**config.mk**
```make
export PLATFORM = sky130hd
export DESIGN_NAME = bicubic_top
export DESIGN_NICKNAME = d
export VERILOG_FILES = /design/src/kernel_pkg.sv /design/src/pixel_pkg.sv /design/src/bicubic_kernel.sv /design/src/bicubic_top.sv /design/src/pixel_merge.sv /design/src/window_gather.sv
export VERILOG_INCLUDE_DIRS = /design/src /design/src/src
export SDC_FILE = /design/constraint.sdc
export NUM_CORES = 2
export LEC_CHECK = 0
export CAP_MARGIN = 20
export CORE_ASPECT_RATIO = 0.5
export CORE_MARGIN = 1
export CORE_UTILIZATION = 60
export DETAILED_ROUTE_END_ITERATION = 8
export DONT_BUFFER_PORTS = 1
export GPL_ROUTABILITY_DRIVEN = 0
export PLACE_DENSITY = 0.76
export SLEW_MARGIN = 20
export SYNTH_ARGS = -nofsm -noshare
export SYNTH_HDL_FRONTEND = slang
export SYNTH_SLANG_ARGS = --single-unit
```
**constraint.sdc**
```tcl
create_clock -name clk -period 6 [get_ports clk]
set_input_delay 0.6 -clock clk [delete_from_list [all_inputs] [get_ports clk]]
set_output_delay 0.6 -clock clk [all_outputs]
set_load 0.01 [all_outputs]
```
**src/upsample_macros.svh**
```systemverilog
// ~~~~~~~~~~~~~~~~~~~~~~~~~~~~~~~~~~~~~~~~~~~~~~~~~~
// bicubic upsampler constants
// pixel format, window geometry, kernel taps
// ~~~~~~~~~~~~~~~~~~~~~~~~~~~~~~~~~~~~~~~~~~~~~~~~~~
`ifndef UPSAMPLE_MACROS_SVH
`define UPSAMPLE_MACROS_SVH

`define CHANNEL_W     8
`define NUM_CHANNELS  3
`define WIN_DIM       4
`define WIN_PIXELS    16
`define TAP_INNER     9
`define TAP_OUTER     1
`define ROUND_SHIFT   8

`endif

```
**src/kernel_pkg.sv**
```systemverilog
// ~~~~~~~~~~~~~~~~~~~~~~~~~~~~~~~~~~~~~~~~~~~~~~~~~~
// kernel arithmetic types for the bicubic filter
// ~~~~~~~~~~~~~~~~~~~~~~~~~~~~~~~~~~~~~~~~~~~~~~~~~~
`default_nettype none

package kernel_pkg;

    // row range -510..4590
    localparam int ROW_SUM_W = 14;
    // column range -18360..83640
    localparam int COL_SUM_W = 18;

    typedef logic signed [ROW_SUM_W-1:0] row_sum_t;
    typedef logic signed [COL_SUM_W-1:0] col_sum_t;

endpackage

`default_nettype wire

```
**src/pixel_pkg.sv**
```systemverilog
// ~~~~~~~~~~~~~~~~~~~~~~~~~~~~~~~~~~~~~~~~~~~~~~~~~~
// pixel format types for the bicubic upsampler
// ~~~~~~~~~~~~~~~~~~~~~~~~~~~~~~~~~~~~~~~~~~~~~~~~~~
`default_nettype none

`include "upsample_macros.svh"

package pixel_pkg;

    typedef logic [`CHANNEL_W-1:0] channel_t;

    // first member lands in the top byte
    typedef struct packed {
        channel_t r;
        channel_t g;
        channel_t b;
    } pixel_t;

    // one colour of a window, index 0 is top-left
    typedef channel_t [`WIN_PIXELS-1:0] plane_t;

endpackage

`default_nettype wire

```
**src/bicubic_kernel.sv**
```systemverilog
// ~~~~~~~~~~~~~~~~~~~~~~~~~~~~~~~~~~~~~~~~~~~~~~~~~~
// bicubic kernel, one channel
// rows then column, taps -1 9 9 -1, two stages
// ~~~~~~~~~~~~~~~~~~~~~~~~~~~~~~~~~~~~~~~~~~~~~~~~~~
`timescale 1ns/1ps
`default_nettype none

`include "upsample_macros.svh"

module bicubic_kernel
    import pixel_pkg::*;
    import kernel_pkg::*;
(
    input  logic     clk,
    input  logic     rst_n,

    input  logic     in_valid,
    output logic     in_ready,
    input  plane_t   plane,

    output logic     out_valid,
    input  logic     out_ready,
    output channel_t result
);

    function automatic row_sum_t row_filter(input channel_t a, input channel_t b,
                                            input channel_t c, input channel_t d);
        int acc;
        acc = `TAP_INNER * (int'(b) + int'(c)) - `TAP_OUTER * (int'(a) + int'(d));
        return row_sum_t'(acc);
    endfunction

    function automatic col_sum_t col_filter(input row_sum_t a, input row_sum_t b,
                                            input row_sum_t c, input row_sum_t d);
        int acc;
        acc = `TAP_INNER * (int'(b) + int'(c)) - `TAP_OUTER * (int'(a) + int'(d));
        return col_sum_t'(acc);
    endfunction

    row_sum_t row_sums [`WIN_DIM];
    row_sum_t s1_rows  [`WIN_DIM];
    logic     s1_valid;
    logic     s1_adv;
    col_sum_t col_sum;
    col_sum_t scaled;
    channel_t clamped;
    channel_t s2_result;
    logic     s2_valid;
    logic     s2_adv;

    // a stage moves when empty or when the next one moves
    assign s2_adv   = !s2_valid || out_ready;
    assign s1_adv   = !s1_valid || s2_adv;
    assign in_ready = s1_adv;

    always_comb begin
        for (int r = 0; r < `WIN_DIM; r++) begin
            row_sums[r] = row_filter(plane[r*`WIN_DIM],     plane[r*`WIN_DIM + 1],
                                     plane[r*`WIN_DIM + 2], plane[r*`WIN_DIM + 3]);
        end
    end

    // column pass, round half up, then clamp to channel range
    always_comb begin
        col_sum = col_filter(s1_rows[0], s1_rows[1], s1_rows[2], s1_rows[3]);
        scaled  = (col_sum + col_sum_t'(1 << (`ROUND_SHIFT - 1))) >>> `ROUND_SHIFT;
        if (scaled < 0) begin
            clamped = '0;
        end else if (scaled > col_sum_t'({`CHANNEL_W{1'b1}})) begin
            clamped = '1;
        end else begin
            clamped = scaled[`CHANNEL_W-1:0];
        end
    end

    always_ff @(posedge clk or negedge rst_n) begin
        if (!rst_n) begin
            s1_valid <= 1'b0;
            s2_valid <= 1'b0;
        end else begin
            if (s1_adv) begin
                s1_valid <= in_valid;
            end
            if (s2_adv) begin
                s2_valid <= s1_valid;
            end
        end
    end

    always_ff @(posedge clk) begin
        if (in_valid && s1_adv) begin
            s1_rows <= row_sums;
        end
        if (s1_valid && s2_adv) begin
            s2_result <= clamped;
        end
    end

    assign out_valid = s2_valid;
    assign result    = s2_result;

endmodule

`default_nettype wire

```
**src/bicubic_top.sv**
```systemverilog
// ~~~~~~~~~~~~~~~~~~~~~~~~~~~~~~~~~~~~~~~~~~~~~~~~~~
// bicubic upsampler top
// one interpolated pixel per 4x4 window
// ~~~~~~~~~~~~~~~~~~~~~~~~~~~~~~~~~~~~~~~~~~~~~~~~~~
`timescale 1ns/1ps
`default_nettype none

module bicubic_top
    import pixel_pkg::*;
(
    input  logic   clk,
    input  logic   rst_n,

    output logic   upsp_ac_rready,
    input  pixel_t ac_upsp_rdata,
    input  logic   ac_upsp_rvalid,

    input  logic   ac_upsp_wready,
    output pixel_t upsp_ac_wdata,
    output logic   upsp_ac_wvalid
);

    logic     win_valid;
    logic     win_ready;
    plane_t   r_plane;
    plane_t   g_plane;
    plane_t   b_plane;

    logic     r_in_ready, g_in_ready, b_in_ready;
    logic     r_out_valid, g_out_valid, b_out_valid;
    channel_t r_result, g_result, b_result;
    logic     chan_ready;

    assign win_ready = r_in_ready & g_in_ready & b_in_ready;

    window_gather u_gather (
        .clk       (clk),
        .rst_n     (rst_n),
        .pix_data  (ac_upsp_rdata),
        .pix_valid (ac_upsp_rvalid),
        .pix_ready (upsp_ac_rready),
        .win_valid (win_valid),
        .win_ready (win_ready),
        .r_plane   (r_plane),
        .g_plane   (g_plane),
        .b_plane   (b_plane)
    );

    bicubic_kernel u_r_kernel (
        .clk(clk), .rst_n(rst_n),
        .in_valid(win_valid), .in_ready(r_in_ready), .plane(r_plane),
        .out_valid(r_out_valid), .out_ready(chan_ready), .result(r_result)
    );

    bicubic_kernel u_g_kernel (
        .clk(clk), .rst_n(rst_n),
        .in_valid(win_valid), .in_ready(g_in_ready), .plane(g_plane),
        .out_valid(g_out_valid), .out_ready(chan_ready), .result(g_result)
    );

    bicubic_kernel u_b_kernel (
        .clk(clk), .rst_n(rst_n),
        .in_valid(win_valid), .in_ready(b_in_ready), .plane(b_plane),
        .out_valid(b_out_valid), .out_ready(chan_ready), .result(b_result)
    );

    pixel_merge u_merge (
        .clk        (clk),
        .rst_n      (rst_n),
        .r_valid    (r_out_valid),
        .g_valid    (g_out_valid),
        .b_valid    (b_out_valid),
        .r_value    (r_result),
        .g_value    (g_result),
        .b_value    (b_result),
        .chan_ready (chan_ready),
        .out_valid  (upsp_ac_wvalid),
        .out_ready  (ac_upsp_wready),
        .out_pixel  (upsp_ac_wdata)
    );

endmodule

`default_nettype wire

```
**src/pixel_merge.sv**
```systemverilog
// ~~~~~~~~~~~~~~~~~~~~~~~~~~~~~~~~~~~~~~~~~~~~~~~~~~
// pixel merge
// packs three channel results into the write register
// ~~~~~~~~~~~~~~~~~~~~~~~~~~~~~~~~~~~~~~~~~~~~~~~~~~
`timescale 1ns/1ps
`default_nettype none

module pixel_merge
    import pixel_pkg::*;
(
    input  logic     clk,
    input  logic     rst_n,

    input  logic     r_valid,
    input  logic     g_valid,
    input  logic     b_valid,
    input  channel_t r_value,
    input  channel_t g_value,
    input  channel_t b_value,
    output logic     chan_ready,

    output logic     out_valid,
    input  logic     out_ready,
    output pixel_t   out_pixel
);

    logic   all_valid;
    logic   full;
    pixel_t pixel_q;

    assign all_valid = r_valid && g_valid && b_valid;

    // the three kernels only move together
    assign chan_ready = all_valid && (!full || out_ready);

    always_ff @(posedge clk or negedge rst_n) begin
        if (!rst_n) begin
            full <= 1'b0;
        end else if (chan_ready) begin
            full <= 1'b1;
        end else if (out_ready) begin
            full <= 1'b0;
        end
    end

    always_ff @(posedge clk) begin
        if (chan_ready) begin
            pixel_q <= '{r: r_value, g: g_value, b: b_value};
        end
    end

    assign out_valid = full;
    assign out_pixel = pixel_q;

endmodule

`default_nettype wire

```
**src/window_gather.sv**
```systemverilog
// ~~~~~~~~~~~~~~~~~~~~~~~~~~~~~~~~~~~~~~~~~~~~~~~~~~
// window gather
// collects 16 raster pixels into R, G and B planes
// ~~~~~~~~~~~~~~~~~~~~~~~~~~~~~~~~~~~~~~~~~~~~~~~~~~
`timescale 1ns/1ps
`default_nettype none

`include "upsample_macros.svh"

module window_gather
    import pixel_pkg::*;
(
    input  logic   clk,
    input  logic   rst_n,

    input  pixel_t pix_data,
    input  logic   pix_valid,
    output logic   pix_ready,

    output logic   win_valid,
    input  logic   win_ready,
    output plane_t r_plane,
    output plane_t g_plane,
    output plane_t b_plane
);

    localparam int CNT_W = $clog2(`WIN_PIXELS);

    logic [CNT_W-1:0] cnt;
    logic             full;
    logic             pix_fire;
    logic             last_pix;
    plane_t           r_q;
    plane_t           g_q;
    plane_t           b_q;

    // a full window still lets a pixel in on the edge it leaves
    assign pix_ready = !full || win_ready;
    assign pix_fire  = pix_valid && pix_ready;
    assign last_pix  = (cnt == CNT_W'(`WIN_PIXELS - 1));

    always_ff @(posedge clk or negedge rst_n) begin
        if (!rst_n) begin
            cnt  <= '0;
            full <= 1'b0;
        end else begin
            if (pix_fire) begin
                cnt <= last_pix ? '0 : cnt + 1'b1;
            end
            if (pix_fire && last_pix) begin
                full <= 1'b1;
            end else if (full && win_ready) begin
                full <= 1'b0;
            end
        end
    end

    // split each pixel into its channel slots
    always_ff @(posedge clk) begin
        if (pix_fire) begin
            r_q[cnt] <= pix_data.r;
            g_q[cnt] <= pix_data.g;
            b_q[cnt] <= pix_data.b;
        end
    end

    assign win_valid = full;
    assign r_plane   = r_q;
    assign g_plane   = g_q;
    assign b_plane   = b_q;

endmodule

`default_nettype wire
```
==> reports/metrics.csv <==
metric;value;unit
outcome;finished, final reports clean;
crit_path_cell_trace;ha_1 -> inv_1 -> fa_1 -> nor2b_1 -> o21a_1 -> o21ai_2 -> nand2b_1 -> a21oi_2 -> xor2_1 -> ha_1 -> inv_1 -> fa_1 -> inv_1 -> ha_1 -> fa_1 -> ha_1 -> a2111oi_4 -> o31ai_2 -> a221oi_4 -> o211ai_2 -> and3_1 -> a311oi_2 -> or3_4 -> a21oi_2;
ys_types;66;
detail_route.first_pass.iterations;5;
register_area;18300;um2
max_cap_violations;0;
crit_buf_inv;3;
highest_attainable_clock_frequency;177;MHz
post_route_drc;0;
routedWlPerCell;17.8;um
setup.worst_path.end_class;flip-flop;
drt_iter0_drc;1412;
netlist_instances;3707;
initial_utilization;60.7;%
multiInputGateArea;23900;um2
clkPwrFrac;16.2;%
postLayoutCellArea;47700;um2
worst_slew_margin_rel;49.8;%
synthesis.area;44300;um2
fillerInstances;5409;
synth.top_cells.by_area;sky130_fd_sc_hd__edfxtp_1 (41%), sky130_fd_sc_hd__ha_1 (24%), sky130_fd_sc_hd__fa_1 (7.2%), sky130_fd_sc_hd__inv_1 (4.8%), sky130_fd_sc_hd__xnor2_1 (4.7%);
grt_max_degree;57;
power_switching_share;40.1;%
cp.arrival;6.02;ns
globalRouteOverflowTotal;0;
post-route-period-util;94.3;%
final_cell_mix;sky130_fd_sc_hd__ha_1 (856), sky130_fd_sc_hd__edfxtp_1 (600), sky130_fd_sc_hd__inv_1 (570);
seq_area_frac_synth;41.3;%
post_drt_via_cell_ratio;5.64;
syn_avg_cell_area;12.0;um2
p_int;13.7;mW
peak_fanout_along_the_critical_path;8;
grt_setup_unrepaired;false;
critical_path.top_delay_family;adder cells;
final.min_clock_period;5.66;ns
die-area;75000;um2
pre_cts_ws;0.0222;ns
final_nets;4830;
grt_first_pass_wirelength;140;mm
final_setup_skew;0.0278;ns
ys.warnings.count;0;
maxSlewViolCount;0;
cellPowerDensity;479;nW/um2
clkTransAtPathRegs;0.07;ns
cp-start-kind;flip-flop;
totalNegativeSetupSlack;0;ns
cp_common_cell;sky130_fd_sc_hd__ha_1;
final_layout_size_suffix_gt1_share;4.77;%
path_class;flip-flop to flip-flop;
min-delay-start;ac_upsp_rdata[16];
ios;54;
cts_tree;built;
cts-htree-levels;2;
synth-seq-cells;612;
post_dp_cell_area;45700;um2
rows;70;
pwr-share-seq;25.9;%
switching_power;9.18;mW
clock_sink_count;612;
synth_edf_count;600;
gr-usage-all-layers;23.4;%
synth_fp_nets;4750;
ctsLongestPathBuffers;3;
critical_path_required;6.36;ns
async_sr_flop_fraction;1.96;%
cts_root_buf;sky130_fd_sc_hd__clkbuf_16;
total_leakage_power;21.5;nW
drtAntennaViolNets;0;
layout_commonest_cell;sky130_fd_sc_hd__ha_1;
maximum_ir_drop_on_the_vdd_rail;0.347;mV
min-delay-path-class;input pin to flip-flop;
timing.rr.start;u_b_kernel.s1_rows[0];
core-area;73000;um2
hpwlAfterDp;66.1;mm
synth_top_flop_cell;sky130_fd_sc_hd__edfxtp_1;
power_frac_comb;57.9;%
area_growth;7.66;%
die_height;194;um
worst_setup_path_startpoint;u_b_kernel.s1_rows[0];
first_global_vias;28100;
crit_slowest_cell;sky130_fd_sc_hd__fa_1;
chipWidth;386;um
worst_pin_slew;0.754;ns
layout_cells_excl_fill;4811;
final_count_of_negative_setup_slack_endpoints;0;
yosys_top_cell_area_share;40.7;%
clock_insertion_delay_worst_skew;0.64;ns
top_cell_type_by_total_area_after_synthesis;sky130_fd_sc_hd__edfxtp_1;
numPlacedInstances;4696;
final-hold-violation-count;0;
grt_antenna_before_repair;8;
cts_buffers;57;
critical-path-max-stage-delay;0.50;ns
route.vias.total;27100;
buffer_ports.inserted;0;
finalWorstSetupSlack;0.344;ns
finalHoldWorstSlack;0.0484;ns
routed_wirelength;85.5;mm
[Yosys cell counts, types with 6 or more instances]
library cell / count
sky130_fd_sc_hd__a21o_1: 82
sky130_fd_sc_hd__a21oi_1: 294
sky130_fd_sc_hd__a21oi_2: 8
sky130_fd_sc_hd__a22oi_1: 14
sky130_fd_sc_hd__a311oi_1: 9
sky130_fd_sc_hd__a31oi_1: 12
sky130_fd_sc_hd__a41oi_1: 7
sky130_fd_sc_hd__and2_1: 11
sky130_fd_sc_hd__and3_1: 12
sky130_fd_sc_hd__dfrtp_1: 12
sky130_fd_sc_hd__edfxtp_1: 600
sky130_fd_sc_hd__fa_1: 159
sky130_fd_sc_hd__ha_1: 856
sky130_fd_sc_hd__inv_1: 570
sky130_fd_sc_hd__nand2_1: 62
sky130_fd_sc_hd__nand2b_1: 27
sky130_fd_sc_hd__nand3_1: 49
sky130_fd_sc_hd__nand3b_1: 10
sky130_fd_sc_hd__nand4_1: 8
sky130_fd_sc_hd__nand4b_1: 6
sky130_fd_sc_hd__nor2_1: 115
sky130_fd_sc_hd__nor2b_1: 36
sky130_fd_sc_hd__nor3_1: 51
sky130_fd_sc_hd__o211ai_1: 12
sky130_fd_sc_hd__o21a_1: 10
sky130_fd_sc_hd__o21ai_0: 77
sky130_fd_sc_hd__o21bai_1: 132
sky130_fd_sc_hd__or2_2: 11
sky130_fd_sc_hd__or3_1: 22
sky130_fd_sc_hd__xnor2_1: 237
sky130_fd_sc_hd__xor2_1: 115
[logic make-up after synthesis]
logic type | after synthesis | share of synthesized area, %
muxes | 3 | 0.0678
AOI/OAI and AO/OA | 722 | 10.5
xor gates and xnor gates | 352 | 6.96
adders and majority gates | 1015 | 31.4
DFF | 612 | 41.3
and+or+nand+nor | 427 | 4.83
buffers and inverters | 576 | 4.91
[state kept, by name, indices dropped and copies added (netlist names), 24 cells and up]
signal,count
u_gather.b_plane,128
u_merge.out_pixel,24
u_r_kernel.s1_rows,56
u_gather.r_plane,128
u_b_kernel.s1_rows,56
u_gather.g_plane,128
u_g_kernel.s1_rows,56
[area by class of cell]
class	count	share of cell area, %
Antenna cell	4	0.0210
Clock buffer	65	3.14
Clock inverter	42	0.776
Inverter	570	4.49
Multi-Input combinational cell	2519	50.2
Sequential cell	612	38.4
Tap cell	972	2.55
Timing Repair Buffer	27	0.430
[worst register-to-register path: cells and delay by family (launching register included)]
kind            cells  cell delay, ns
fa+ha+maj           7            2.12
compound gates      9            1.88
simple gates        4            0.65
flops               1            0.37
xor+xnor            1            0.19
buf+inv             3            0.16
[power groups by stage]
stage	sequential [mW]	combinational (mW)	clock (mW)
floorplan	5.96	10.4	0
global placement	5.99	12.5	0
detailed placement	6.01	13.0	0
CTS	5.92	13.2	3.77
global route	5.94	15.1	3.94
finish	5.92	13.2	3.71
[routing by layer]
| layer | vias to the layer above | part of all wire [%] | GRT usage, % |
|---|---|---|---|
| met5 | - | 0 | 0 |
| met3 | 126 | 4.0 | 3.07 |
| li1 | 13400 | - | - |
| met4 | 0 | 2.4 | 6.30 |
| met2 | 427 | 49 | 40.7 |
| met1 | 13200 | 45 | 30.8 |
[final timing paths]
path                       depth (start not counted)  slack, ns                    end
min reg2reg                                        0       0.42  u_merge.out_pixel[15]
min in group asynchronous                          1       0.45        u_gather.cnt[0]
min                                                0       0.05    u_gather.r_plane[8]
max reg2reg                                       24       0.34   u_b_kernel.result[2]
max                                               24       0.34   u_b_kernel.result[2]
max in group asynchronous                          1       5.11   u_r_kernel.out_valid
[per-stage QoR]
step,util (%),power [mW]
global placement,62.6,18.5
finish,65.3,22.9
floorplan,-,16.4
detailed placement,62.6,19.0
global route,65.3,25.0
CTS,65.2,22.9
[repair_timing]
item | 4_1_cts | 5_1_grt
hold buffers | 1 | 0
setup endpoints to repair | 8 | 24
endpoints found under the hold margin | 12 | 0
gates resized for setup | 1 | 16
buffers inserted | 0 | 3
pin swaps | 0 | 5
No activity file was read; power rests on OpenSTA's default activity.
